$ cat src/verilog/dcache_pkg.sv
// geometry constants, width typedefs and packed port structs of the dcache memory
package dcache_pkg;

  ////////////////////////////////////////////////////////////////////////////
  // geometry
  ////////////////////////////////////////////////////////////////////////////

  localparam int unsigned NUM_WAYS   = 4;
  localparam int unsigned NUM_SETS   = 64;
  localparam int unsigned WORD_WIDTH = 64;
  localparam int unsigned LINE_WIDTH = 256;
  // one bank per word offset
  localparam int unsigned NUM_BANKS  = LINE_WIDTH / WORD_WIDTH;
  localparam int unsigned TAG_WIDTH  = 20;

  localparam int unsigned WORD_BYTES = WORD_WIDTH / 8;
  localparam int unsigned IDX_WIDTH  = $clog2(NUM_SETS);
  localparam int unsigned OFF_WIDTH  = $clog2(NUM_BANKS);

  ////////////////////////////////////////////////////////////////////////////
  // vector types
  ////////////////////////////////////////////////////////////////////////////

  typedef logic [WORD_WIDTH-1:0]   word_t;
  typedef logic [WORD_BYTES-1:0]   word_be_t;
  typedef logic [LINE_WIDTH-1:0]   line_t;
  typedef logic [LINE_WIDTH/8-1:0] line_be_t;
  typedef logic [TAG_WIDTH-1:0]    tag_t;
  typedef logic [IDX_WIDTH-1:0]    set_idx_t;
  typedef logic [OFF_WIDTH-1:0]    bank_sel_t;
  typedef logic [NUM_WAYS-1:0]     way_vec_t;
  typedef logic [NUM_BANKS-1:0]    bank_vec_t;

  ////////////////////////////////////////////////////////////////////////////
  // port structs
  ////////////////////////////////////////////////////////////////////////////

  // read port address whose tag follows one cycle later
  typedef struct packed {
    set_idx_t  idx;
    bank_sel_t off;
  } rd_addr_t;

  // full-line refill written in a single cycle
  typedef struct packed {
    way_vec_t we;
    tag_t     tag;
    set_idx_t idx;
    line_t    data;
    line_be_t be;
    way_vec_t vld_bits;
  } refill_t;

  // single-word write without tag access
  typedef struct packed {
    set_idx_t  idx;
    bank_sel_t off;
    word_t     data;
    word_be_t  be;
  } word_wr_t;

endpackage
$ cat src/verilog/dcache_bank_ctrl.sv
// bank and tag request steering, byte enables and word-write acknowledge
module dcache_bank_ctrl #(
  parameter int unsigned  NumPorts = 3,
  localparam int unsigned IdxW     = (NumPorts > 1) ? $clog2(NumPorts) : 1
) (
  input  dcache_pkg::rd_addr_t [NumPorts-1:0] rd_addr_i,
  input  logic [NumPorts-1:0]                 rd_tag_only_i,
  input  logic                                rd_acked_i,
  input  logic [IdxW-1:0]                     gnt_idx_i,
  input  logic                                wr_cl_vld_i,
  input  dcache_pkg::refill_t                 refill_i,
  input  dcache_pkg::way_vec_t                wr_req_i,
  input  dcache_pkg::word_wr_t                word_wr_i,
  output dcache_pkg::bank_vec_t               bank_req_o,
  output dcache_pkg::bank_vec_t               bank_we_o,
  output dcache_pkg::set_idx_t [dcache_pkg::NUM_BANKS-1:0] bank_idx_o,
  output dcache_pkg::word_be_t [dcache_pkg::NUM_BANKS-1:0][dcache_pkg::NUM_WAYS-1:0] bank_be_o,
  output dcache_pkg::word_t [dcache_pkg::NUM_BANKS-1:0][dcache_pkg::NUM_WAYS-1:0] bank_wdata_o,
  output dcache_pkg::way_vec_t                tag_req_o,
  output logic                                tag_we_o,
  output dcache_pkg::set_idx_t                tag_idx_o,
  output logic                                wr_ack_o
);
  import dcache_pkg::*;

  rd_addr_t gnt_addr;
  logic     rd_data;
  logic     bank_busy;

  assign gnt_addr = rd_addr_i[gnt_idx_i];
  // tag-only lookups leave the data banks free
  assign rd_data  = rd_acked_i & ~rd_tag_only_i[gnt_idx_i];

  // word write loses only against a data read on its own bank
  assign bank_busy = rd_data & (gnt_addr.off == word_wr_i.off);
  assign wr_ack_o  = (|wr_req_i) & ~wr_cl_vld_i & ~bank_busy;

  ////////////////////////////////////////////////////////////////////////////
  // per-bank, per-way write data and byte enables
  ////////////////////////////////////////////////////////////////////////////

  for (genvar k = 0; k < NUM_BANKS; k++) begin : gen_bank
    for (genvar j = 0; j < NUM_WAYS; j++) begin : gen_way
      logic cl_wr;
      logic word_wr;

      assign cl_wr   = wr_cl_vld_i & refill_i.we[j];
      assign word_wr = wr_req_i[j] & wr_ack_o & (word_wr_i.off == bank_sel_t'(k));

      assign bank_be_o[k][j] = cl_wr   ? refill_i.be[k*WORD_BYTES +: WORD_BYTES] :
                               word_wr ? word_wr_i.be : '0;
      assign bank_wdata_o[k][j] = cl_wr ? refill_i.data[k*WORD_WIDTH +: WORD_WIDTH] :
                                          word_wr_i.data;
    end
  end

  always_comb begin : p_bank_req
    bank_req_o = '0;
    bank_we_o  = '0;
    bank_idx_o = {NUM_BANKS{word_wr_i.idx}};

    if (wr_cl_vld_i) begin
      // whole line goes into all banks at once
      bank_req_o = '1;
      bank_we_o  = '1;
      bank_idx_o = {NUM_BANKS{refill_i.idx}};
    end else begin
      if (rd_data) begin
        bank_req_o[gnt_addr.off] = 1'b1;
        bank_idx_o[gnt_addr.off] = gnt_addr.idx;
      end
      if (wr_ack_o) begin
        bank_req_o[word_wr_i.off] = 1'b1;
        bank_we_o[word_wr_i.off]  = 1'b1;
      end
    end
  end

  ////////////////////////////////////////////////////////////////////////////
  // tag array access
  ////////////////////////////////////////////////////////////////////////////

  // reads look up every way, refills write only the selected ones
  assign tag_we_o  = wr_cl_vld_i;
  assign tag_req_o = wr_cl_vld_i ? refill_i.we : {NUM_WAYS{rd_acked_i}};
  assign tag_idx_o = wr_cl_vld_i ? refill_i.idx : gnt_addr.idx;

endmodule

$ cat config.mk
export PLATFORM = sky130hd
export DESIGN_NAME = dcache_bank_ctrl
export DESIGN_NICKNAME = d
export VERILOG_FILES = /design/src/verilog/dcache_pkg.sv /design/src/verilog/dcache_bank_ctrl.sv
export SDC_FILE = /design/constraint.sdc
export NUM_CORES = 1
export LEC_CHECK = 0
export ABC_CLOCK_PERIOD_IN_PS = 1700
export BUFFER_PORTS_ARGS = -buffer_cell sky130_fd_sc_hd__buf_4
export CAP_MARGIN = 20
export CORE_AREA = 5 5 629 631
export DETAILED_ROUTE_END_ITERATION = 6
export DIE_AREA = 0 0 634 636
export PLACE_DENSITY = 0.3
export SLEW_MARGIN = 20
export SYNTH_ARGS = -nofsm -noshare
export SYNTH_HDL_FRONTEND = slang
export SYNTH_SLANG_ARGS = --single-unit
$ cat constraint.sdc
create_clock -name vclk -period 1.7
set_input_delay 0.17 -clock vclk [all_inputs]
set_output_delay 0.17 -clock vclk [all_outputs]
set_load 0.02 [all_outputs]
==> impl_metrics.csv, run 1 <==
group,metric,value,unit
global_routing,grt_max_degree,43,
timing,hold_viol_final,0,
pwr,power_leakage,19.4,nW
run_status,outcome,"finished, violations left",
synthesis,synth.area.top_cells,"nand2_1 77%, o21ai_0 4.9%, buf_2 4.3%",
pwr,p_total,0.0178,W
timing,fmax,0.425,GHz
final_layout,finish.utilization,9.90,%
place,dpl_cell_area,35100,µm²
die,die_area,403000,µm²
run_status,failed_checks,"setup timing",
final_layout,fin_nets,5404,
synthesis,yosysTopAreaCellShare,77.5,%
route,route.detailed.drc,0,
synthesis,postSynthAreaPerCell,4.09,µm²
pwr,peakVddDrop,0.141,mV
worst_setup_path,cp.arrival,2.18,ns
synthesis,synth_area,12000,µm²
worst_setup_path,slowest_stage,"o31ai_4",
synthesis,yosys-top-cells-count,"2478 x nand2_1, 117 x o21ai_0, 103 x buf_2",
synthesis,synth.area.mux_share,1.38,%
timing,layout_setup_ws,-0.652,ns
synthesis,synthSimpleGateAreaFrac,79.9,%
place,io_buffers,1609,
synthesis,synth_xor_xnor_area_share,0.146,%
route,dr.pass1.iters,7,
route,vias_per_cell,2.95,
route,ant_nets,0,
pwr,cellPowerDensity,463,nW/µm²
worst_setup_path,crit_path_max_incr_delay,0.30,ns
synthesis,synth_compound_area_share,10.4,%
die,die_w,634,µm
synthesis,yosysWarnings,0,
global_routing,track_usage,17.7,%
timing,finalCritPeriodShare,138,%
die,num_rows,229,
timing,maxSlewViolCount,0,
synthesis,yosysUniqueCellTypes,32,
die,core,389000,µm²
die,dieHeight,636,µm
synthesis,mappedNetlistNets,3372,
synthesis,synth_fa_ha_area_share,0,%
flow_run,drv_cap,0,
worst_setup_path,cp_max_fo,32,
route,totalWireLength,389000,µm
place,pre_cts_ws,-1.01,ns
global_routing,grt_pass1_wl,441000,µm
route,vias,30000,
timing,worstMarginPinSlew,0.748,ns
synthesis,syn_inst,2935,
worst_setup_path,setup.worst_path.end_class,"primary output",
final_layout,seq_area,0,µm²
place,gp_congestion,0.924,
worst_hold_path,min_path_type,"primary input to primary output",
final_layout,area_delta_synth_final,220,%
route,first_iter_violations,2742,
final_layout,drive_gt1_share,48.9,%
worst_setup_path,path_cells,"buf_12 -> buf_4 -> buf_12 -> mux2i_4 -> buf_6 -> a2bb2oi_4 -> buf_12 -> o31ai_4 -> buf_12 -> o21ai_1 -> buf_4",
global_routing,grt_pass1_vias,27700,
final_layout,fin_cells,10200,
worst_setup_path,critPathLaunchType,"primary input",
global_routing,overflow,0,
worst_setup_path,crit_top_cell,"buf_12",
worst_setup_path,criticalPathCategory,"primary input to primary output",
worst_setup_path,required,1.53,ns
synthesis,synth-seq-area-share,0,%
place,dpl.hpwl,352000,µm
final_layout,n_fill_cell,46300,
final_layout,clock_buffer_count,0,
timing,rsz0062_at_grt,"yes",
timing,fin_crit,2.35,ns
synthesis,synth_top_family_by_area,"simple AND/OR/NAND/NOR gates",
global_routing,antenna_found_initial,186,
timing,slew_headroom,49.9,%
die,initial_core_util,3.09,%
route,routedWlPerCell,38.2,µm
die,ios,1633,
synthesis,yosysTopAreaCell,"nand2_1",
final_layout,seq_cells,0,
timing,setup_viol,621,
final_layout,fin_area,38500,µm²
place,placed_cells,10100,
synthesis,synth.most_common_cell,"nand2_1",
==> kinds of logic after synthesis <==
| family | after synthesis |
|---|---|
| simple gates | 2523 |
| buf+inv | 198 |
| compound gates | 197 |
| mux | 15 |
| xor+xnor | 2 |
==> repair_timing <==
item | CTS | global route
endpoints found under the setup margin | 1191 | 1193
pin swaps | 32 | 55
hold buffers | 0 | 0
gates resized for setup | 135 | 321
cloned | 2 | 30
buffers inserted | 8 | 58
hold endpoints to repair | 0 | 0
==> layout make-up <==
type / count / area (µm²) / area share, %
Timing Repair Buffer: 2228 / 19600 / 51.0
Tap cell: 5197 / 6500 / 16.9
Antenna cell: 37 / 92.6 / 0.241
Multi-Input combinational cell: 2737 / 12200 / 31.8
==> cells in the final DEF, fill, tap and decap left out, drive strengths merged, types with 6 or more instances in the layout <==
| cell | n |
|---|---|
| o31ai | 28 |
| buf | 2198 |
| and2 | 8 |
| a31oi | 24 |
| nand2 | 2478 |
| mux2 | 6 |
| o21ai | 128 |
| o2bb2ai | 8 |
| clkbuf | 30 |
| diode | 37 |
| nor4 | 26 |
| mux2i | 9 |
==> power by group <==
group / leakage (nW) / switching [W] / internal, W
Combinational: 19.4 / 0.0117 / 0.00606
Sequential: 0 / 0 / 0
Clock: 0.000235 / 0 / 0.00000000299
Total: 19.4 / 0.0117 / 0.00606
==> metal layers <==
metal  vias to the layer above  global-route usage [%]  share of wire, %
met2                      1731                    31.0                48
met5                         -                       0              0.20
met4                       112                    2.76               2.6
li1                      13200                       -                 -
met1                     14700                    19.4                37
met3                       373                    8.89                12
==> final timing paths <==
| check | start | to | slack [ns] | cells after the start |
|---|---|---|---|---|
| setup / recovery | gnt_idx_i[1] | bank_be_o[110] | -0.65 | 11 |
| hold / removal | refill_i[132] | bank_wdata_o[480] | 0.67 | 4 |
==> worst max-delay path, delay by kind of cell <==
kind	cells	cell delay, ns
AO/OA/AOI/OAI	3	0.58
multiplexers	1	0.20
buffers and inverters	7	1.08
==> per-stage QoR <==
step,hold slack [ns],setup TNS (ns)
after floorplan,0.453,-3.73
after global placement,0.675,-345.74
after detailed placement,0.673,-349.39
after CTS,0.674,-341.83
after global routing,0.691,-158.30
final,0.673,-124.17
Power figures use the tool's default switching activity.
==> inputs of run 2 (changes only) <==
--- a/config.mk
+++ b/config.mk
@@ -8,10 +8,12 @@
 export ABC_CLOCK_PERIOD_IN_PS = 1700
 export BUFFER_PORTS_ARGS = -buffer_cell sky130_fd_sc_hd__buf_4
 export CAP_MARGIN = 20
-export CORE_AREA = 5 5 629 631
+export CELL_PAD_IN_SITES_DETAIL_PLACEMENT = 2
+export CELL_PAD_IN_SITES_GLOBAL_PLACEMENT = 2
+export CORE_AREA = 5 5 640 642
 export DETAILED_ROUTE_END_ITERATION = 6
-export DIE_AREA = 0 0 634 636
-export PLACE_DENSITY = 0.3
+export DIE_AREA = 0 0 645 647
+export PLACE_DENSITY = 0.4
 export SLEW_MARGIN = 20
 export SYNTH_ARGS = -nofsm -noshare
 export SYNTH_HDL_FRONTEND = slang
==> impl_metrics.csv, run 2 (synthesized netlist as in run 1, its figures left out) <==
group,metric,value,unit
die,initial_core_util,2.97,%
route,vias,30900,
timing,layout_setup_ws,-0.427,ns
clock_tree,hold_buffers,0,
route,dr.pass1.iters,5,
place,gp_congestion,0.888,
final_layout,drive_gt1_share,56.1,%
worst_hold_path,min_path_cells,3,
run_status,failed_checks,"setup timing",
final_layout,seq_cells,0,
final_layout,fin_cells,10300,
die,die_area,417000,µm²
die,core,404000,µm²
worst_setup_path,cp-startpoint,"gnt_idx_i[1]",
worst_setup_path,path_cells,"buf_12 -> mux2i_4 -> o211ai_1 -> clkbuf_16 -> buf_4 -> o31ai_4 -> buf_12 -> clkbuf_16 -> o21ai_1 -> buf_4",
pwr,cellPowerDensity,441,nW/µm²
timing,slew_headroom,62.5,%
worst_setup_path,setup.worst_path.end_class,"primary output",
die,ios,1633,
final_layout,fin_area,43300,µm²
route,route.detailed.drc,0,
route,wl_met1,148000,µm
die,die_w,645,µm
pwr,peakVddDrop,0.108,mV
die,dieHeight,647,µm
global_routing,antenna_found_initial,178,
pwr,power_leakage,21.1,nW
final_layout,clock_buffer_count,0,
timing,rsz0062_at_grt,"yes",
run_status,outcome,"finished, violations left",
worst_setup_path,crit_path_max_incr_delay,0.26,ns
route,routedWlPerCell,37.8,µm
route,wl_met3,40000,µm
timing,fin_crit,2.13,ns
route,totalWireLength,390000,µm
worst_setup_path,setup.worst_path.end,"bank_be_o[100]",
worst_hold_path,min_path_type,"primary input to primary output",
flow_run,drv_cap,0,
route,route.met2.wl,193000,µm
die,num_rows,234,
global_routing,overflow,0,
global_routing,grt_max_degree,40,
place,dpl_cell_area,34800,µm²
place,placed_cells,10100,
global_routing,track_usage,16.7,%
route,vias_per_cell,3.00,
place,dpl.hpwl,336000,µm
worst_setup_path,slowest_stage,"mux2i_4",
timing,hold_viol_final,0,
worst_setup_path,critPathLaunchType,"primary input",
global_routing,grt_pass1_wl,441000,µm
route,top_layer_used,"met5",
timing,worstMarginPinSlew,0.561,ns
timing,fmax,0.470,GHz
worst_setup_path,cp.arrival,1.96,ns
final_layout,final_common_cell,"nand2_1",
worst_setup_path,required,1.53,ns
timing,maxSlewViolCount,0,
global_routing,grt_pass1_vias,30900,
final_layout,n_fill_cell,48100,
final_layout,seq_area,0,µm²
final_layout,mostFrequentLayoutCells,"2153 x nand2_1, 1616 x buf_4, 342 x buf_6",
timing,setup_viol,663,
final_layout,fin_nets,5427,
route,ant_nets,0,
worst_setup_path,criticalPathCategory,"primary input to primary output",
final_layout,area_delta_synth_final,261,%
worst_setup_path,cp_max_fo,8,
route,first_iter_violations,2148,
timing,finalCritPeriodShare,125,%
place,io_buffers,1609,
-- run 2: power breakdown --
part / switching (W) / internal [W] / total [W]
clock: 0 / 0.00000000169 / 0.00000000169
combinational: 0.0122 / 0.00690 / 0.0191
sequential: 0 / 0 / 0
total: 0.0122 / 0.00690 / 0.0191
-- run 2: area by class of cell --
class                           instances  area, µm²  share of cell area (%)
Antenna cell                           21       52.6                   0.121
Timing Repair Buffer                 2248      22100                    50.9
Multi-Input combinational cell       2740      14600                    33.7
Tap cell                             5310       6640                    15.3
-- run 2: critical path, delay by kind of cell --
kind / cells / cell delay (ns)
buffers and inverters: 6 / 1.05
AO/OA/AOI/OAI: 3 / 0.44
multiplexers: 1 / 0.26
-- run 2: routing by layer --
layer / global-route usage (%) / up-vias
met1: 18.3 / 15600
met2: 30.5 / 1496
li1: - / 13200
met3: 7.59 / 412
met5: 0 / -
met4: 1.55 / 144
-- run 2: worst min-delay path by stage --
stage	startpoint	end
after floorplan	wr_cl_vld_i	tag_we_o
after global placement	refill_i[150]	bank_wdata_o[498]
after detailed placement	refill_i[150]	bank_wdata_o[498]
after CTS	refill_i[150]	bank_wdata_o[498]
after global routing	refill_i[292]	tag_idx_o[0]
final	refill_i[292]	tag_idx_o[0]
-- run 2: per-stage QoR --
step,setup TNS (ns),power (W),hold slack (ns),utilization [%],setup WS [ns]
finish,-87.14,0.0191,0.687,10.7,-0.427
CTS,-113.08,0.0176,0.690,9.29,-0.497
detailed placement,-289.74,0.0167,0.690,8.61,-0.790
floorplan,-3.73,0.00556,0.453,-,-0.142
global route,-122.54,0.0200,0.696,10.7,-0.487
global placement,-277.54,0.0167,0.684,8.61,-0.791
-- run 2: repair_timing --
item | in CTS | in global routing
setup endpoints to repair | 1191 | 1028
cloned | 12 | 58
gates resized for setup | 469 | 932
pin swaps | 115 | 172
setup buffers | 45 | 84
