`src/verilog/dcache_pkg.sv`:
```
// geometry constants, width typedefs and packed port structs of the dcache memory
package dcache_pkg;

  ////////////////////////////////////////////////////////////////////////////
  // geometry
  ////////////////////////////////////////////////////////////////////////////

  localparam int unsigned NUM_WAYS   = 4;
  localparam int unsigned NUM_SETS   = 64;
  localparam int unsigned WORD_WIDTH = 64;
  localparam int unsigned LINE_WIDTH = 256;
  // one bank per word offset
  localparam int unsigned NUM_BANKS  = LINE_WIDTH / WORD_WIDTH;
  localparam int unsigned TAG_WIDTH  = 20;

  localparam int unsigned WORD_BYTES = WORD_WIDTH / 8;
  localparam int unsigned IDX_WIDTH  = $clog2(NUM_SETS);
  localparam int unsigned OFF_WIDTH  = $clog2(NUM_BANKS);

  ////////////////////////////////////////////////////////////////////////////
  // vector types
  ////////////////////////////////////////////////////////////////////////////

  typedef logic [WORD_WIDTH-1:0]   word_t;
  typedef logic [WORD_BYTES-1:0]   word_be_t;
  typedef logic [LINE_WIDTH-1:0]   line_t;
  typedef logic [LINE_WIDTH/8-1:0] line_be_t;
  typedef logic [TAG_WIDTH-1:0]    tag_t;
  typedef logic [IDX_WIDTH-1:0]    set_idx_t;
  typedef logic [OFF_WIDTH-1:0]    bank_sel_t;
  typedef logic [NUM_WAYS-1:0]     way_vec_t;
  typedef logic [NUM_BANKS-1:0]    bank_vec_t;

  ////////////////////////////////////////////////////////////////////////////
  // port structs
  ////////////////////////////////////////////////////////////////////////////

  // read port address whose tag follows one cycle later
  typedef struct packed {
    set_idx_t  idx;
    bank_sel_t off;
  } rd_addr_t;

  // full-line refill written in a single cycle
  typedef struct packed {
    way_vec_t we;
    tag_t     tag;
    set_idx_t idx;
    line_t    data;
    line_be_t be;
    way_vec_t vld_bits;
  } refill_t;

  // single-word write without tag access
  typedef struct packed {
    set_idx_t  idx;
    bank_sel_t off;
    word_t     data;
    word_be_t  be;
  } word_wr_t;

endpackage
```
`src/verilog/dcache_hit_select.sv`:
```
// lookup state registers, tag compare and hitting-way word readout
module dcache_hit_select #(
  parameter int unsigned  NumPorts = 3,
  localparam int unsigned IdxW     = (NumPorts > 1) ? $clog2(NumPorts) : 1
) (
  input  logic                                        clk_i,
  input  logic                                        rst_ni,
  input  logic                                        rd_acked_i,
  input  logic [IdxW-1:0]                             gnt_idx_i,
  input  dcache_pkg::rd_addr_t [NumPorts-1:0]         rd_addr_i,
  input  dcache_pkg::tag_t [NumPorts-1:0]             rd_tag_i,
  input  dcache_pkg::tag_t [dcache_pkg::NUM_WAYS-1:0] tag_rdata_i,
  input  dcache_pkg::way_vec_t                        vld_bits_i,
  input  dcache_pkg::word_t [dcache_pkg::NUM_BANKS-1:0][dcache_pkg::NUM_WAYS-1:0] bank_rdata_i,
  output dcache_pkg::way_vec_t                        rd_vld_bits_o,
  output dcache_pkg::way_vec_t                        rd_hit_oh_o,
  output dcache_pkg::word_t                           rd_data_o
);
  import dcache_pkg::*;

  typedef struct packed {
    logic            cmp_en;
    logic [IdxW-1:0] port;
    bank_sel_t       off;
  } lookup_t;

  lookup_t              lkup_d;
  lookup_t              lkup_q;
  tag_t                 rd_tag;
  word_t [NUM_WAYS-1:0] way_words;

  // compare stays off after a refill since no grant is given then
  assign lkup_d.cmp_en = rd_acked_i;
  assign lkup_d.port   = gnt_idx_i;
  assign lkup_d.off    = rd_addr_i[gnt_idx_i].off;

  always_ff @(posedge clk_i or negedge rst_ni) begin : p_lookup
    if (!rst_ni) begin
      lkup_q <= '0;
    end else begin
      lkup_q <= lkup_d;
    end
  end

  ////////////////////////////////////////////////////////////////////////////
  // compare and readout
  ////////////////////////////////////////////////////////////////////////////

  // tag arrives one cycle after the address
  assign rd_tag        = rd_tag_i[lkup_q.port];
  assign rd_vld_bits_o = vld_bits_i;

  for (genvar i = 0; i < NUM_WAYS; i++) begin : gen_way_cmp
    assign rd_hit_oh_o[i] = lkup_q.cmp_en & vld_bits_i[i] & (tag_rdata_i[i] == rd_tag);
    assign way_words[i]   = bank_rdata_i[lkup_q.off][i];
  end

  // or-reduction over the one-hot hit vector selects the way
  always_comb begin : p_rd_mux
    rd_data_o = '0;
    for (int i = 0; i < NUM_WAYS; i++) begin
      if (rd_hit_oh_o[i]) begin
        rd_data_o = rd_data_o | way_words[i];
      end
    end
  end

endmodule

```
`config.mk`:
```
export PLATFORM = sky130hd
export DESIGN_NAME = dcache_hit_select
export DESIGN_NICKNAME = d
export VERILOG_FILES = /design/src/verilog/dcache_pkg.sv /design/src/verilog/dcache_hit_select.sv
export SDC_FILE = /design/constraint.sdc
export NUM_CORES = 1
export LEC_CHECK = 0
export BUFFER_PORTS_ARGS = -buffer_cell sky130_fd_sc_hd__buf_2
export CAP_MARGIN = 20
export CORE_AREA = 4 4 492 494
export DETAILED_ROUTE_END_ITERATION = 8
export DIE_AREA = 0 0 496 498
export GPL_TIMING_DRIVEN = 0
export HOLD_SLACK_MARGIN = 0.06
export PLACE_DENSITY = 0.32
export SYNTH_ARGS = -nofsm -noshare
export SYNTH_HDL_FRONTEND = slang
export SYNTH_SLANG_ARGS = --single-unit
```
`constraint.sdc`:
```
create_clock -name clk_i -period 4.3 [get_ports clk_i]
set_clock_uncertainty 0.15 [all_clocks]
set_input_delay 0.43 -clock clk_i [delete_from_list [all_inputs] [get_ports clk_i]]
set_output_delay 0.43 -clock clk_i [all_outputs]
set_load 0.02 [all_outputs]
```
==> results of run 1 <==
==> power by group <==
group	switching [mW]	internal, mW
logic	1.63	1.39
registers	0.0143	0.0507
clock network	0.0319	0.123
total	1.67	1.56
==> cells in the final DEF (no fill, tap or decap), types with 24 or more instances in the layout <==
| cell | Yosys | final |
|---|---|---|
| a32oi_1 | 64 | 25 |
| a32oi_2 | 0 | 26 |
| and3_1 | 66 | 58 |
| buf_12 | 0 | 43 |
| buf_2 | 28 | 1187 |
| buf_4 | 18 | 86 |
| buf_6 | 4 | 61 |
| clkbuf_1 | 114 | 40 |
| clkbuf_2 | 0 | 34 |
| diode_2 | 0 | 109 |
| mux4_2 | 256 | 256 |
| nand2_1 | 80 | 80 |
| nand3_1 | 70 | 26 |
| nand3_4 | 0 | 33 |
| nor4bb_1 | 67 | 24 |
| nor4bb_4 | 0 | 26 |
| o21ai_0 | 25 | 24 |
| o311ai_2 | 0 | 28 |
| o311ai_4 | 0 | 35 |
| xnor2_1 | 40 | 34 |
==> metrics by stage <==
stage | setup slack [ns] | total power, mW | setup TNS (ns)
after CTS | -0.09493 | 3.247 | -1.656
after global routing | -0.09946 | 3.389 | -2.557
after detailed placement | -1.862 | 2.762 | -104.48
after floorplan | 0.7580 | 1.146 | 0
final | -0.02786 | 3.239 | -0.05804
after global placement | -2.953 | 2.703 | -147.63
==> area by class of cell <==
class                   instances  area share (%)
repair buffers               1368           29.95
multi-input cells             945           48.47
inverters                      19          0.2587
flip-flops and latches          5          0.4638
well taps                    3167           14.12
diodes                        109          0.9723
plain buffers                 164           5.481
clock buffers                   4          0.2810
==> routing by layer <==
layer  vias up  global-route usage [%]  wire [µm]
li1       7859                       -          -
met1      9893                   20.58      88170
met2      1651                   32.59     116500
met3       584                   9.429      31140
met4       244                   2.321       6021
met5         -                       0       1571
==> repair_timing <==
item	4_1_cts	5_1_grt
cloned	11	11
gates resized for setup	649	171
endpoints found under the hold margin	5	0
hold buffers	1	0
pin swaps	30	30
setup buffers	59	17
endpoints found under the setup margin	68	66
==> worst max-delay path by stage <==
stage / startpoint / end
finish: lkup_q[3]$_DFF_PN0_ / rd_data_o[15]
global route: lkup_q[3]$_DFF_PN0_ / rd_data_o[21]
CTS: lkup_q[3]$_DFF_PN0_ / rd_data_o[7]
detailed placement: lkup_q[3]$_DFF_PN0_ / rd_data_o[43]
global placement: lkup_q[3]$_DFF_PN0_ / rd_data_o[57]
floorplan: lkup_q[3]$_DFF_PN0_ / rd_data_o[45]
==> logic make-up (layout without fill, tap and decap cells) <==
family	after synthesis	after routing	synth area share, %
and+or+nand+nor	362	362	18.77
muxes	284	284	51.98
AOI/OAI and AO/OA	232	232	15.96
buffers and inverters	188	1555	7.233
xor gates and xnor gates	67	67	4.996
DFF	5	5	1.065
other	0	109	0
==> flow_metrics.py, run 1 <==
metrics = {
    "outcome": {
        "status": "complete, but fails checks",
        "violations": "negative setup slack",
    },
    "logic_synthesis": {
        "synth_area_um2": 11750,
        "ys_seq_area_share_pct": 1.065,
        "ys_ff_latch": 5,
        "yosysWarnings": 0,
        "ys_dominant_reg_cell": "dfrtp_1",
        "synth_top_area_cell": "mux4_2",
        "synthCells": 1138,
        "ys_types": 68,
        "synth_area_leaders": "mux4_2, nor4bb_1, a32oi_1",
        "synth-edff-count": 0,
        "avgSynthCellArea_um2": 10.32,
        "synthArstFlopShare_pct": 100.0,
        "syn_nets": 2335,
        "ys_top_cells_by_count": "mux4_2, clkbuf_1, nand2_1, nand3_1, nor4bb_1",
        "synth_top_area_share_pct": 49.09,
        "synth.most_common_cell": "mux4_2",
    },
    "timing": {
        "tightest_slew_ns": 1.078,
        "period_minus_slack_ns": 4.328,
        "setup_viol": 7,
        "slew_headroom_pct": 28.13,
        "fmax_mhz": 231.1,
        "fin_crit_sh_pct": 100.6,
        "fin_ws_ns": -0.02786,
        "slew_violations": 0,
        "finalHoldViolations": 0,
        "rsz0062_at_grt": "true",
        "whs_ns": 0.1637,
    },
    "clock_network": {
        "cts.clk_slew.worst_paths_ns": 0.04,
        "h-tree-depth": 1,
        "cts_tree": "built",
        "clockBufferDepth": 2,
        "cts_buffers": 3,
        "cts_sinks": 5,
        "root_buffer": "clkbuf_16",
    },
    "global_routing": {
        "grt_antenna_before_repair": 391,
        "grt_overflow": 0,
        "grtUsageTotal_pct": 18.62,
        "grt_pass1_vias": 20190,
        "grt_pass1_wl_um": 284100,
        "grt_start_max_net_pins": 11,
    },
    "final_layout": {
        "largestRegisters": "lkup_q x5",
        "largest_register_ff_count": 5,
        "layoutNonFillerInstCount": 5781,
        "final_area_um2": 28050,
        "top_register": "lkup_q",
        "n_fill_cell": 27490,
        "drive_gt1_share_pct": 81.04,
        "final_util_pct": 11.82,
        "regArea_um2": 130.1,
        "area_delta_synth_final_pct": 138.9,
        "final_nets": 3703,
        "multi_input_area_um2": 13600,
    },
    "setup_path": {
        "crit_buf_inv": 7,
        "cp.required_ns": 3.72,
        "cpPeakStageDelay_ns": 0.44,
        "cp.depth": 14,
        "cp_max_fo": 10,
        "crit_type": "flip-flop to primary output",
        "crit_arrival_ns": 3.75,
        "start_kind": "flip-flop",
        "slowest_stage": "nor4bb_4",
        "crit_chain": "buf_12 > buf_12 > buf_16 > mux2i_4 > buf_4 > mux2i_4 > xnor2_1 > and4_4 > clkbuf_16 > clkbuf_2 > nor4bb_4 > a32oi_1 > o311ai_4 > buf_6",
        "cpLargestDelayFamily": "buffers and inverters",
        "endpoint_kind": "primary output",
    },
    "drt": {
        "drt_wl_total_um": 243400,
        "drt_pass1_iterations": 5,
        "via_count": 20230,
        "routedWlPerCell_um": 42.11,
        "drt.antenna.violating_nets": 0,
        "drt_iter0_markers": 1889,
        "viasPerCell": 3.500,
        "drc_errors": 0,
    },
    "min_path": {
        "holdPathStages": 1,
        "hold_path_end": "lkup_q[4]$_DFF_PN0_",
        "min_from": "rd_acked_i",
        "hold_class": "input port to flip-flop",
    },
    "floorplanning": {
        "dieArea_um2": 247000,
        "io_pins": 1269,
        "initial_core_util_pct": 4.947,
        "die-width_um": 496,
        "num_rows": 179,
        "core_um2": 237400,
        "die_h_um": 498,
    },
    "pwr": {
        "power_density_nw_per_um2": 115.4,
        "power.leakage_nw": 12.34,
        "ir_drop_mv": 0.1776,
    },
    "placed_design": {
        "gp_congestion": 0.9441,
        "hpwl_um": 222000,
        "post_dp_cell_area_um2": 22350,
        "io_buffers": 1249,
        "dp.cells": 5577,
    },
    "job": {
        "maxCapViolCount": 0,
    },
}
(Power assumes the default switching activity.)
==> inputs of run 2 (changes only) <==
--- a/config.mk
+++ b/config.mk
@@ -15,2 +15,3 @@
 export PLACE_DENSITY = 0.32
+export SKIP_CTS_REPAIR_TIMING = 1
 export SYNTH_ARGS = -nofsm -noshare
==> constraint.sdc (replaced) <==
create_clock -name clk_i -period 4.3 [get_ports clk_i]
set_clock_uncertainty 0.15 [all_clocks]
set_input_delay 1.075 -clock clk_i [delete_from_list [all_inputs] [get_ports clk_i]]
set_output_delay 1.075 -clock clk_i [all_outputs]
set_load 0.02 [all_outputs]
==> flow_metrics.py, run 2 (same netlist as run 1, synthesis figures left out) <==
metrics = {
    "outcome": {
        "status": "complete, but fails checks",
        "violations": "negative setup slack",
    },
    "setup_path": {
        "endpoint_kind": "primary output",
        "cp-endpoint": "rd_data_o[15]",
        "cpPeakStageDelay_ns": 0.64,
        "crit_type": "input port to primary output",
        "cp.required_ns": 3.07,
        "cp-startpoint": "rd_tag_i[2]",
        "crit_arrival_ns": 4.36,
        "start_kind": "input port",
        "cp_max_fo": 10,
        "slowest_stage": "or4_4",
        "crit_chain": "buf_6 > mux2i_4 > buf_12 > buf_6 > xor2_1 > a21oi_1 > or4_4 > buf_12 > buf_4 > nor4bb_4 > a32oi_1 > o311ai_2 > buf_4",
    },
    "clock_network": {
        "cts_tree": "built",
        "cts.clk_slew.worst_paths_ns": 0.03,
        "cts_buffers": 3,
        "root_buffer": "clkbuf_16",
        "h-tree-depth": 1,
        "cts_sinks": 5,
        "clockBufferDepth": 2,
    },
    "floorplanning": {
        "num_rows": 179,
        "dieArea_um2": 247000,
        "io_pins": 1269,
        "core_um2": 237400,
        "initial_core_util_pct": 4.947,
        "die-width_um": 496,
        "die_h_um": 498,
    },
    "global_routing": {
        "use_met1_pct": 18.97,
        "top_usage_layer": "met2",
        "globalRouteMet3Util_pct": 6.569,
        "grt_pass1_vias": 19380,
        "grt.met2_usage_pct": 31.50,
        "grtUsageTotal_pct": 17.30,
        "grt_overflow": 0,
        "grt_start_max_net_pins": 11,
        "grt_antenna_before_repair": 307,
        "grt_pass1_wl_um": 266000,
    },
    "final_layout": {
        "area_delta_synth_final_pct": 120.0,
        "largest_register_ff_count": 5,
        "layout_commonest_cell": "buf_2",
        "final_cell_mix": "buf_2, mux4_2, buf_4",
        "top_register": "lkup_q",
        "layoutNonFillerInstCount": 5697,
        "largestRegisters": "lkup_q x5",
        "final_nets": 3653,
        "drive_gt1_share_pct": 77.23,
        "final_util_pct": 10.88,
        "final_area_um2": 25840,
    },
    "timing": {
        "rsz0062_at_grt": "true",
        "fin_ws_ns": -1.282,
        "setup_viol": 68,
        "fin_crit_sh_pct": 129.8,
        "finalHoldViolations": 0,
        "tightest_slew_ns": 1.074,
        "slew_violations": 0,
        "slew_headroom_pct": 28.43,
        "period_minus_slack_ns": 5.582,
        "setup_tns_ns": -71.76,
        "whs_ns": 0.5010,
        "fmax_mhz": 179.1,
    },
    "placed_design": {
        "post-place-ws_ns": -2.774,
        "post_dp_cell_area_um2": 22650,
        "dp.cells": 5571,
        "io_buffers": 1249,
        "gp_congestion": 0.9569,
        "hpwl_um": 207600,
    },
    "drt": {
        "drc_errors": 0,
        "viasPerCell": 3.458,
        "drt_iter0_markers": 1641,
        "routedWlPerCell_um": 39.94,
        "drt_wl_total_um": 227500,
        "drt.antenna.violating_nets": 0,
        "via_count": 19700,
        "drt_pass1_iterations": 5,
    },
    "pwr": {
        "power_density_nw_per_um2": 120.0,
        "ir_drop_mv": 0.2362,
        "power.leakage_nw": 11.26,
        "finalPower_mw": 3.100,
    },
    "min_path": {
        "hold_class": "input port to asynchronous set/reset pin",
    },
    "job": {
        "maxCapViolCount": 0,
    },
}
run 2: cell count changes in the layout (fill, tap and decap cells not counted), moves of 10 or more:
cell / delta
nand3_1: +39
clkbuf_16: -10
diode_2: -34
o311ai_2: +13
nand3_4: -30
a32oi_1: +10
mux2i_4: -11
buf_12: -25
clkbuf_2: +11
o311ai_4: -16
buf_6: -12
nor4bb_4: +19
clkbuf_1: +11
nor4bb_1: -16
run 2: worst min-delay path by stage:
stage,from,to,slack (ns),cells past startpoint
after floorplan,rst_ni,lkup_q[0]$_DFF_PN0_,0.63,0
after global placement,rst_ni,lkup_q[1]$_DFF_PN0_,0.74,1
after detailed placement,rst_ni,lkup_q[1]$_DFF_PN0_,0.74,1
after CTS,rst_ni,lkup_q[0]$_DFF_PN0_,0.50,1
after global routing,rst_ni,lkup_q[3]$_DFF_PN0_,0.51,1
final,rst_ni,lkup_q[3]$_DFF_PN0_,0.50,1
run 2: worst max-delay path: cells and delay by family:
family                 cells  cell delay, ns
AND/OR/NAND/NOR            2            1.14
buffers and inverters      6            1.05
multiplexers               1            0.57
AO/OA/AOI/OAI              3            0.29
XOR/XNOR                   1            0.13
run 2: area by class of cell:
class / count / area, µm²
Buffer: 168 / 1254
Timing Repair Buffer: 1314 / 7375
Tap cell: 3167 / 3963
Multi-Input combinational cell: 945 / 12780
Antenna cell: 75 / 187.7
Clock buffer: 3 / 75.07
Inverter: 19 / 71.32
Fill cell: 27770 / 211600
Sequential cell: 5 / 126.4
Clock inverter: 1 / 5.005
run 2: report_power, final:
part	switching [mW]	internal [mW]
clock	0.0331	0.122
combinational	1.58	1.31
sequential	0.0133	0.0504
run 2: routing by layer:
layer / share of wire [%] / vias up
met3: 10 / 552
met1: 36 / 9733
met2: 50 / 1530
met4: 3.3 / 188
li1: - / 7695
met5: 0.55 / -
