[src/verilog/dcache_rd_arbiter.sv]
// read port arbiter with priority masking and round-robin grant
module dcache_rd_arbiter #(
  parameter int unsigned  NumPorts = 3,
  localparam int unsigned IdxW     = (NumPorts > 1) ? $clog2(NumPorts) : 1
) (
  input  logic                clk_i,
  input  logic                rst_ni,
  input  logic [NumPorts-1:0] rd_req_i,
  input  logic [NumPorts-1:0] rd_prio_i,
  input  logic                wr_cl_vld_i,
  output logic [NumPorts-1:0] rd_ack_o,
  output logic                rd_acked_o,
  output logic [IdxW-1:0]     gnt_idx_o
);

  logic [NumPorts-1:0] req_prio;
  logic [NumPorts-1:0] req_masked;
  logic [IdxW-1:0]     rr_q;
  logic                found;

  // high prio requests hide all low prio ones
  assign req_prio   = rd_req_i & rd_prio_i;
  assign req_masked = (|req_prio) ? req_prio : rd_req_i;

  // first requester at or after the pointer
  always_comb begin : p_rr_pick
    int unsigned cand;
    found     = 1'b0;
    gnt_idx_o = '0;
    for (int unsigned i = 0; i < NumPorts; i++) begin
      cand = (rr_q + i) % NumPorts;
      if (!found && req_masked[cand]) begin
        found     = 1'b1;
        gnt_idx_o = IdxW'(cand);
      end
    end
  end

  // refill owns the arrays for its cycle
  assign rd_acked_o = found & ~wr_cl_vld_i;
  assign rd_ack_o   = rd_acked_o ? (NumPorts'(1) << gnt_idx_o) : '0;

  always_ff @(posedge clk_i or negedge rst_ni) begin : p_rr_ptr
    if (!rst_ni) begin
      rr_q <= '0;
    end else if (rd_acked_o) begin
      if (gnt_idx_o == IdxW'(NumPorts - 1)) begin
        rr_q <= '0;
      end else begin
        rr_q <= gnt_idx_o + 1'b1;
      end
    end
  end

endmodule

[config.mk]
export PLATFORM = sky130hd
export DESIGN_NAME = dcache_rd_arbiter
export DESIGN_NICKNAME = d
export VERILOG_FILES = /design/src/verilog/dcache_rd_arbiter.sv
export SDC_FILE = /design/constraint.sdc
export NUM_CORES = 1
export LEC_CHECK = 0
export ABC_CLOCK_PERIOD_IN_PS = 1800
export CAP_MARGIN = 20
export CORE_AREA = 2 2 39 41
export CTS_CLUSTER_SIZE = 28
export DETAILED_ROUTE_END_ITERATION = 7
export DIE_AREA = 0 0 41 43
export DONT_BUFFER_PORTS = 1
export PLACE_DENSITY = 0.37
export SYNTH_ARGS = -nofsm -noshare
export SYNTH_HDL_FRONTEND = slang
export SYNTH_SLANG_ARGS = --single-unit
[constraint.sdc]
create_clock -name clk_i -period 1.8 [get_ports clk_i]
set_input_delay 0.09 -clock clk_i [delete_from_list [all_inputs] [get_ports clk_i]]
set_output_delay 0.09 -clock clk_i [all_outputs]
set_load 0.1 [all_outputs]
==> results list, run 1 <==
* Status: complete, but fails checks
- Violated checks: negative setup slack
* Cell area power density: 2050 mW/mm2
- Mux share of post-synthesis cell area: 3.14%
- Pre-CTS setup slack: -0.0287 ns
- Tightest slew margin relative to the limit: between 70% and 80%
* Fraction of final layout cells with drive strength greater than 1: 62.1%
- Post-DRT Antenna Nets: 0
- Relative area change from synthesis to final layout: 104%
- DIE AREA: 0.00176 mm2
* Initial standard-cell utilization of the core: 23.1%
- 15 I/O pins were placed.
- The completed layout was analyzed and its total power is about 1.3 mW.
- Max Cap Violations: 0
* Syn avg cell area: around 8.4 um2
* Root cell of the clock tree: sky130_fd_sc_hd__clkbuf_4
- Largest registers: rr_q: 2 flops
- Type of the most critical hold path: in2async
- CTS built an H-tree with a depth of 1.
- Clock latency on the worst-skew pair, taken at its later pin, is around 0.22 ns.
- Number of flip-flops in the largest register: 2
- After synthesis, the largest family of logic cells by area is compound AO/OA/AOI/OAI gates.
* Number of buffers added on ports: 0
- Largest net degree at the start of global routing: 9
* Setup repair after global routing missed its margin: yes
- The cell count after synthesis came out at 38.
* Number of antenna violations at the first check in global routing: 0
- Worst setup SP type: flop
- Worst IR drop on VDD: ~1100 uV
- Data arrival, critical path: 1.88 ns
* Syn Nets: 49
- After detailed routing, the number of remaining DRC violations is 0.
- The final count of pins violating max slew came to 0.
* CTS Buf Count: 3
- The synthesized design contains 2 register bits.
- The worst setup path is of the reg2out kind.
- First-pass GRT wire length: between 1000 and 1500 um
- Number of search-and-repair iterations in the first detailed-routing pass: 2
- NumNets Final: between 70 and 80
- TritonCTS built the clock tree.
* Sinks on Clock Net: 2
* Final WL: 927 um
* DIE WIDTH: 41 um
* Final-layout fill cell count: 142
- In this run the worst path has a maximum fanout of 6.
- 0 antenna diodes ended up in the layout.
- The clock arrives with 0.000373 ns of skew.
* Mapped cell area: 319 um2
- Once detailed placement completed, the half-perimeter wirelength came to ~720 um.
* Sequential share of the synthesized area: 15.7%
* Count of different cell masters after synthesis: 23
- Placement row count: 14
- Total of warnings raised by yosys: 0
- Average wire per standard cell: 12.5 um
- For this run, the top clock speed supported by timing is 508 MHz.
* Required time at the endpoint of the critical path: 1.71 ns
- Final weighted congestion in routability-driven placement: between 0.5 and 0.6
- Via density: just over 5
- The total area inside the core boundary comes to 0.00138 mm2.
- Summing the areas of all xor and xnor instances in the mapped netlist gives 0% of the synthesized area.
* Register name with the most flops: rr_q
* Final critical-path required period: 1.97 ns
- Adder-cell share of the synthesized area: 11.4%
- Sum Neg Setup Slack: -0.599 ns
* Area fraction in and, or, nand and nor cells after synthesis: between 10% and 20%
- STA classifies the critical path endpoint as a primary output.
- GR Util All Layers: 11.9%
* Fraction of the core area covered by cells at the end of the flow: 46.9%
* Clock Path Buffers: 2
* Portion of the clock cycle consumed by the worst path in the final layout: 109%
* Smallest hold slack: 0.102 ns
* Number of global-route vias before repair: 400
- Drt initial violations: 1
- Post-route setup slack: -0.169 ns
- Total congestion overflow after global routing: 0
* Final number of hold-violating endpoints: 0
- Detailed-route via count: 382
- Compound-Gate Fraction of Synth Area: 42.7%
- Static leakage: 0.256 nW
- Total of endpoints with negative setup slack in the final report: 4
- Slew at the pin closest to its max-slew limit: 0.331 ns
* Clock-pin slew of the registers on the worst-case setup and hold paths: 0.03 ns
- Measured along the y axis, the die boundary spans 43 um.
==> path summary, 6_finish.rpt <==
kind                        startpoint           to  slack (ns)  depth (start not counted)
max                            rr_q[0]  rd_ack_o[0]       -0.17                          7
min                             rst_ni      rr_q[0]        0.10                          1
max in group asynchronous       rst_ni      rr_q[1]        1.58                          1
min reg2reg                    rr_q[1]      rr_q[1]        0.61                          2
max reg2reg                    rr_q[0]      rr_q[0]        0.08                          7
min in group clk_i         wr_cl_vld_i      rr_q[0]        0.18                          3
==> synth_stat cells (all sizes together) <==
cell | instances | area share [%]
a211oi | 1 | 2.4
a22oi | 4 | 11
a41o | 1 | 3.1
buf | 1 | 4.7
dfrtp | 2 | 16
ha | 2 | 7.8
inv | 5 | 5.9
maj3 | 1 | 3.5
mux2i | 1 | 3.1
nand2 | 1 | 1.2
nand3 | 1 | 1.6
nand3b | 2 | 4.7
nand4 | 1 | 2.0
nor2 | 2 | 2.4
nor3 | 3 | 4.7
o2111ai | 1 | 4.7
o211ai | 3 | 7.1
o21a | 2 | 4.7
o21ai | 3 | 5.9
o31ai | 1 | 3.9
==> cells by family after synthesis <==
logic type                 after synthesis
AOI/OAI and AO/OA                       16
and+or+nand+nor                         10
buffers and inverters                    6
adders and majority gates                3
DFF                                      2
muxes                                    1
==> what timing repair did <==
action	4_1_cts	5_1_grt
setup endpoints to repair	6	7
hold endpoints to repair	2	0
pin swaps	4	3
hold buffers	1	0
buffers inserted	3	2
gates resized for setup	9	0
==> routing by layer <==
metal,global-route usage [%],share of wire (%),vias to the layer above
li1,-,-,191
met1,13.2,37,178
met2,19.4,54,13
met3,4.71,9.1,0
met4,4.00,0,0
met5,0,0,-
==> layout make-up <==
cell class                      count  area [um2]  area share, %
Sequential cell                     2        50.0           7.71
Inverter                            5        26.3           4.05
Tap cell                           16        20.0           3.08
Clock buffer                        3        22.5           3.47
Timing Repair Buffer               18         216           33.3
Multi-Input combinational cell     30         314           48.4
==> cells in the final DEF, fill, tap and decap left out, types with 2 or more instances in the layout <==
cell type | netlist | layout
sky130_fd_sc_hd__a22oi_1 | 3 | 3
sky130_fd_sc_hd__buf_12 | 0 | 6
sky130_fd_sc_hd__buf_4 | 0 | 10
sky130_fd_sc_hd__clkbuf_4 | 0 | 3
sky130_fd_sc_hd__dfrtp_1 | 2 | 2
sky130_fd_sc_hd__ha_4 | 0 | 2
sky130_fd_sc_hd__inv_1 | 4 | 2
sky130_fd_sc_hd__inv_2 | 1 | 2
sky130_fd_sc_hd__nand3b_1 | 2 | 2
sky130_fd_sc_hd__nor3_4 | 0 | 2
sky130_fd_sc_hd__o211ai_1 | 3 | 3
sky130_fd_sc_hd__o21a_1 | 2 | 2
==> where the power goes <==
part / switching [mW] / internal, mW
clock network: 0.0225 / 0.0733
logic: 0.645 / 0.511
registers: 0.0164 / 0.0655
total: 0.684 / 0.650
==> critical path, cell delays in order (launching register included) <==
cell	delay [ns]
sky130_fd_sc_hd__dfrtp_1	0.37
sky130_fd_sc_hd__inv_2	0.08
sky130_fd_sc_hd__ha_4	0.22
sky130_fd_sc_hd__maj3_2	0.33
sky130_fd_sc_hd__o2111ai_4	0.27
sky130_fd_sc_hd__inv_8	0.04
sky130_fd_sc_hd__nor3_4	0.15
sky130_fd_sc_hd__buf_12	0.20
==> per-stage QoR <==
stage | cells | instance area (um2)
4_1_cts | 72 | 634
5_1_grt | 74 | 649
3_5_place_dp | 65 | 546
3_3_place_gp | 65 | 546
2_1_floorplan | 38 | 400
6_report | 74 | 649
No activity file was read; power rests on OpenSTA's default activity.
==> run 2: changes to the inputs <==
--- a/config.mk
+++ b/config.mk
@@ -12,7 +12,8 @@
 export DETAILED_ROUTE_END_ITERATION = 7
 export DIE_AREA = 0 0 41 43
 export DONT_BUFFER_PORTS = 1
-export PLACE_DENSITY = 0.37
+export PLACE_DENSITY_LB_ADDON = 0.3
+export RECOVER_POWER = 100
 export SYNTH_ARGS = -nofsm -noshare
 export SYNTH_HDL_FRONTEND = slang
 export SYNTH_SLANG_ARGS = --single-unit
==> run 2 against run 1 <==
  * The flow still finishes with violations (negative setup slack)
  * Final area rose by 4.4%
  * Register-to-register slack got worse by 0.09 ns
  * Global-route usage fell by 0.49 points
  * First-iteration DRC count rose to 3.0 times the previous value
  * Sequential power rose by 2.6%
  * Hold slack improved by 0.0081 ns
  * Wire length fell by 0.32%
  * Critical path depth did not move
  * Largest cell class unchanged
  * Highest routed layer unchanged
==> results list, run 2 (synthesis results as in run 1) <==
- Register name with the most flops: rr_q
* Longest individual stage delay on the worst path: 0.38 ns (about the same)
- Final WL: 924 um (-0.32%)
- Placed instance area: 531 um2 (-2.8%)
- Net Switching: 0.685 mW (+0.12%)
* Number of antenna violations at the first check in global routing: 0 (unchanged)
- The cell depth of the worst setup path came to 7 (unchanged).
* Sequence of cells on the critical path: buf_4 -> ha_4 -> o211ai_1 -> nand4_1 -> buf_6 -> nor3_4 -> buf_12
- Comb pwr share: 87.0% (+0.3 points)
- Sum Neg Setup Slack: -0.642 ns (-0.0422 ns)
- H-Tree Level Count: 1 (unchanged)
- Sinks on Clock Net: 2 (unchanged)
- Type of the most critical hold path: in2async
* Number of flip-flops in the largest register: 2 (unchanged)
- From synthesis to final layout, the design area changed by 113%.
- Drt initial violations: 3 (+2)
* Leading cell types in the layout, fill and taps excluded: sky130_fd_sc_hd__buf_4 (10), sky130_fd_sc_hd__buf_12 (6), sky130_fd_sc_hd__buf_6 (4)
* Post-DRT Antenna Nets: 0 (unchanged)
* Final Slew Violations: 0 (unchanged)
* Final std cells w/o fill: 77 (+4.1%)
- Clock Path Buffers: 2 (unchanged)
- The overall die width came to 41 um (unchanged).
- The proportion of total power due to net switching came to 50.4% (-0.88 points).
* Cell family with most CP delay: buffers and inverters
* Detailed-route via count: 392 (+2.6%)
- The final critical-path share of the clock period is 111% (+1.2 points).
- The worst setup path is launched from a flop.
- The number of nets at the end of the flow is 74 (+4.2%).
- Io pins: 15 (unchanged)
- The achievable clock frequency was 502 MHz (-1.1%).
- Fraction of final layout cells with drive strength greater than 1: 62.3% (+0.23 points)
* Number of diodes: 0 (unchanged)
* Reg2Reg Capture Point: rr_q[0]
- Highest net fanout along the worst path: 6 (unchanged)
- In this run the critical register-to-register path is launched from rr_q[0].
- Number of cells traversed by the worst register-to-register path: 8 (+1)
- Crit Path Class: reg2out
- The post-route DRC violation count was 0 (unchanged).
- Total internal power: 0.674 mW (+3.7%)
- The slack of the critical path is -0.191 ns (-0.0218 ns).
- Number of global-route vias before repair: 366 (-8.5%)
* Data arrival, critical path: 1.90 ns (+0.02 ns)
- The pin slew with the least headroom to its limit came to 0.350 ns (+0.0191 ns).
* CTS Buf Count: 3 (unchanged)
- The number of search-and-repair iterations in the first detailed-routing pass was 4 (+2).
- The total instance count after detailed placement is 63 (-3.1%).
- Design area: 678 um2 (+4.4%)
- The required time of the critical path is 1.71 ns (about the same).
- Status: complete, but fails checks
* Relative contribution of sequential cells to total power: 6.2% (about the same)
* Kind of end point of the critical path: primary output
- Max stage delay cell, worst path: sky130_fd_sc_hd__dfrtp_1
- Max Cap Violations: 0 (unchanged)
- The first-pass GRT wire length was 1420 um (-2.3%).
- The number of buffer and inverter instances along the worst setup path was 3 (unchanged).
- Pre-CTS setup slack: -0.0275 ns (+0.00113 ns)
* Average wire per standard cell: 12.0 um (-4.2%)
- The floorplan die area came to 0.00176 mm2 (unchanged).
* Clock share of power: 6.8% (-0.4 points)
* Number of buffers added on ports: 0 (unchanged)
- Via density: 5.09 (-1.4%)
* Total congestion overflow after global routing: 0 (unchanged)
* Largest registers: rr_q: 2 flops
* Violated checks: negative setup slack
- Most common library cell in the layout ignoring fill and taps: sky130_fd_sc_hd__buf_4
- Placement row count: 14 (unchanged)
- The area of the placeable core came to 0.00138 mm2 (unchanged).
- The root buffer cell chosen for the clock tree is sky130_fd_sc_hd__clkbuf_4.
- Largest net degree at the start of global routing: 9 (unchanged)
- GR Util All Layers: 11.4% (-0.49 points)
- Clock-pin slew of the registers on the worst-case setup and hold paths: 0.03 ns (about the same)
- Final number of hold-violating endpoints: 0 (unchanged)
* Clock insertion delay at the later pin of the skew report: 0.21 ns (about the same)
* Beginning of the critical path: rr_q[0]
- The power per cell area was 2000 mW/mm2 (-2.5%).
- Floorplan die height: 43 um (unchanged)
- The weighted congestion reported at the end of routability-driven placement was 0.648 (+11%).
- The reg2reg setup slack came to -0.01 ns (-0.09 ns).
- HPWL after detailed placement: 636 um (-12%)
- TritonCTS built the clock tree.
* Worst Skew: 0.00368 ns (+0.00330 ns)
* Initial standard-cell utilization of the core: 23.1% (unchanged)
- Final critical-path required period: 1.99 ns (+0.0218 ns)
- Static leakage: 0.273 nW (+6.7%)
* Setup repair after global routing missed its margin: yes
- Overall power after layout: 1.36 mW (+1.9%)
- Total of endpoints with negative setup slack in the final report: 6 (+2)
- Tightest slew margin relative to the limit: 76.6% (-1.3 points)
- The worst voltage drop across the vdd grid is 1180 uV (+7.1%).
* Capturing element of the worst setup path: rd_ack_o[0]
## run 2: what timing repair did
| action | 4_1_cts | 5_1_grt |
|---|---|---|
| endpoints found under the setup margin | 6 | 7 |
| hold endpoints to repair | 2 | 0 |
| setup buffers | 7 | 3 |
| hold buffers | 1 | 0 |
| resized for setup | 8 | 3 |
| pin swaps | 3 | 1 |
| cloned | 0 | 0 |
## run 2: area by class of cell
type / instances / area (um2)
clock buffers: 3 / 22.5
fillers: 126 / 706
flip-flops and latches: 2 / 50.0
well taps: 16 / 20.0
multi-input cells: 30 / 309
inverters: 5 / 26.3
repair buffers: 21 / 250
## run 2: through the flow
step | utilization (%) | hold WS, ns
global placement | 38.3 | -0.206
detailed placement | 38.3 | -0.206
finish | 49.0 | 0.110
global route | 49.0 | 0.113
CTS | 46.5 | 0.107
floorplan | - | -0.206
## run 2: power by group through the flow
stage	logic [mW]	clock network, mW	registers [mW]
2_1_floorplan	0.728	0	0.0854
3_3_place_gp	0.949	0	0.0869
3_5_place_dp	0.954	0	0.0873
4_1_cts	1.12	0.0959	0.0814
5_1_grt	1.24	0.101	0.0874
6_report	1.18	0.0925	0.0841
## run 2: worst min-delay path by stage
stage | from | to | slack [ns] | cells past startpoint
after floorplan | rst_ni | rr_q[0] | -0.21 | 0
after CTS | rst_ni | rr_q[1] | 0.11 | 1
after global routing | rst_ni | rr_q[1] | 0.11 | 1
after global placement | rst_ni | rr_q[1] | -0.21 | 0
after detailed placement | rst_ni | rr_q[1] | -0.21 | 0
final | rst_ni | rr_q[1] | 0.11 | 1
## run 2: routing by layer
metal	GRT usage, %	wire, um	vias to the layer above
met3	1.05	27	0
met1	13.6	350	186
met2	19.7	547	8
met4	4.00	0	0
li1	-	-	198
met5	0	0	-
==> run 3: changes to the inputs <==
--- a/config.mk
+++ b/config.mk
@@ -12,6 +12,7 @@
 export DETAILED_ROUTE_END_ITERATION = 7
 export DIE_AREA = 0 0 41 43
 export DONT_BUFFER_PORTS = 1
+export MAX_ROUTING_LAYER = met4
 export PLACE_DENSITY_LB_ADDON = 0.3
 export RECOVER_POWER = 100
 export SYNTH_ARGS = -nofsm -noshare
==> run 3 against run 2 <==
  * The run still ends with negative setup slack left
  * Hold slack unchanged
  * Clock skew unchanged
  * Die area did not move
  * Via count unchanged
  * Final area stayed put
  * Sequential power is essentially flat
  * Cell count stayed put
  * Core utilization did not move
  * Critical endpoint unchanged
==> results list, run 3 (synthesis results as in run 1) <==
- Status: complete, but fails checks
* Violated checks: negative setup slack
* Sinks on Clock Net: 2 (unchanged)
- Worst setup SP type: flop
- Number of diodes: 0 (unchanged)
- Average wire per standard cell: 12.0 um (-0.22%)
* H-Tree Level Count: 1 (unchanged)
- Portion of the clock cycle consumed by the worst path in the final layout: 111% (about the same)
* Static leakage: 0.273 nW (unchanged)
- The worst hold path belongs to the class in2async.
- GR Util All Layers: 11.6% (+0.28 points)
* Worst IR drop on VDD: 1180 uV (-0.11%)
* Final number of hold-violating endpoints: 0 (unchanged)
- Max stage delay cell, worst path: sky130_fd_sc_hd__dfrtp_1
* Setup slack, reg-to-reg: -0.01 ns (about the same)
- Clock Path Buffers: 2 (unchanged)
- Clock tree from TritonCTS: built
- The initial core utilization is 23.1% (unchanged).
* DIE AREA: 0.00176 mm2 (unchanged)
- The global-route congestion overflow total is 0 (unchanged).
* Largest net degree at the start of global routing: 9 (unchanged)
* Placement row count: 14 (unchanged)
- The number of violations reported at the end of detailed-routing iteration 0 came to 3 (unchanged).
* Register name with the most flops: rr_q
- Overall power after layout: 1.36 mW (about the same)
- Post-DRT Antenna Nets: 0 (unchanged)
- Traced cell by cell, the critical path runs through buf_4 -> ha_4 -> o211ai_1 -> nand4_1 -> buf_6 -> nor3_4 -> buf_12.
* Count of unresolved DRC violations after routing: 0 (unchanged)
* Highest net fanout along the worst path: 6 (unchanged)
* Number of buffers added on ports: 0 (unchanged)
- The number of nets at the end of the flow came to 74 (unchanged).
- Kind of end point of the critical path: primary output
* Fraction of final layout cells with drive strength greater than 1: 62.3% (unchanged)
- The largest registers in the layout are rr_q: 2 flops.
* Timing-limited maximum frequency: 502 MHz (about the same)
- The weighted congestion reported at the end of routability-driven placement is 0.654 (+0.86%).
- Number of flip-flops in the largest register: 2 (unchanged)
- The via count of the first global-routing pass came to 366 (unchanged).
- In this run the clock root is driven by a sky130_fd_sc_hd__clkbuf_4.
* Slew at the pin closest to its max-slew limit: 0.350 ns (unchanged)
* Longest individual stage delay on the worst path: 0.38 ns (about the same)
* Total of endpoints with negative setup slack in the final report: 6 (unchanged)
- Setup repair after global routing missed its margin: yes
- The worst-skew pair later-pin latency was 0.21 ns (about the same).
- The kind of cell with the highest combined delay along the critical path is buffers and inverters.
* Final std cells w/o fill: 77 (unchanged)
- Required time at the endpoint of the critical path: 1.71 ns (about the same)
- Placeable core area: 0.00138 mm2 (unchanged)
- The final count of pins violating max slew is 0 (unchanged).
- Number of placed instances, taps included: 63 (unchanged)
- CTS Buf Count: 3 (unchanged)
- Leading cell types in the layout, fill and taps excluded: sky130_fd_sc_hd__buf_4 (10), sky130_fd_sc_hd__buf_12 (6), sky130_fd_sc_hd__buf_6 (4)
- Detailed-route via count: 392 (unchanged)
- Tightest slew margin relative to the limit: 76.6% (unchanged)
* HPWL after detailed placement: 636 um (unchanged)
- The slack of the critical path is -0.191 ns (+0.000421 ns).
* Number of search-and-repair iterations in the first detailed-routing pass: 4 (unchanged)
* Number of antenna violations at the first check in global routing: 0 (unchanged)
- Crit Path Class: reg2out
- Data arrival, critical path: 1.90 ns (about the same)
* Worst Skew: 0.00368 ns (unchanged)
- Max Cap Violations: 0 (unchanged)
- The height of the die is 43 um (unchanged).
- Via density: 5.09 (unchanged)
- First-pass GRT wire length: 1420 um (unchanged)
* Clock-pin slew of the registers on the worst-case setup and hold paths: 0.03 ns (about the same)
- Relative area change from synthesis to final layout: 113% (unchanged)
* Final critical-path required period: 1.99 ns (-0.000421 ns)
* Io pins: 15 (unchanged)
* Most common library cell in the layout ignoring fill and taps: sky130_fd_sc_hd__buf_4
- Worst path bufs/invs: 3 (unchanged)
* Final WL: 922 um (-0.22%)
* DIE WIDTH: 41 um (unchanged)
- Cell area power density: 2000 mW/mm2 (about the same)
-- run 3: cell counts in the layout (fill, tap and decap cells not counted) --
Identical to the previous run, type by type.
-- run 3: final timing paths --
path	start	endpoint	cells after the start
setup / recovery	rr_q[0]	rd_ack_o[0]	7
hold / removal	rst_ni	rr_q[1]	1
setup reg to reg	rr_q[0]	rr_q[0]	8
hold reg to reg	rr_q[1]	rr_q[1]	2
max in group asynchronous	rst_ni	rr_q[0]	1
min in group clk_i	wr_cl_vld_i	rr_q[0]	3
-- run 3: routing by layer --
layer	part of all wire, %	global-route usage [%]
met4	0	4.00
met3	2.5	0
met5	0	-
met2	59	19.7
met1	38	14.2
-- run 3: area by class of cell --
class,count,area [um2]
repair buffers,21,250
clock buffers,3,22.5
multi-input cells,30,309
flip-flops and latches,2,50.0
fillers,126,706
well taps,16,20.0
inverters,5,26.3
-- run 3: through the flow --
| step | setup slack [ns] | util (%) | area (um2) | TNS, ns | hold WS (ns) |
|---|---|---|---|---|---|
| finish | -0.191 | 49.0 | 678 | -0.640 | 0.110 |
| floorplan | -0.518 | - | 400 | -1.84 | -0.206 |
| detailed placement | -0.0275 | 38.3 | 531 | -0.0364 | -0.206 |
| CTS | -0.181 | 46.5 | 643 | -0.611 | 0.107 |
| global placement | -0.0133 | 38.3 | 531 | -0.0133 | -0.206 |
| global route | -0.278 | 49.0 | 678 | -1.11 | 0.113 |
-- run 3: report_power, final --
group          internal (mW)  leakage, nW  switching (mW)
Sequential            0.0656       0.0249          0.0185
Combinational          0.535        0.234           0.646
Clock                 0.0731       0.0138          0.0194
Total                  0.674        0.273           0.684
-- run 3: what timing repair did --
item,CTS,global route
endpoints found under the setup margin,6,7
hold endpoints to repair,2,0
pin swaps,3,1
setup buffers,7,3
hold buffers,1,0
resized for setup,8,3
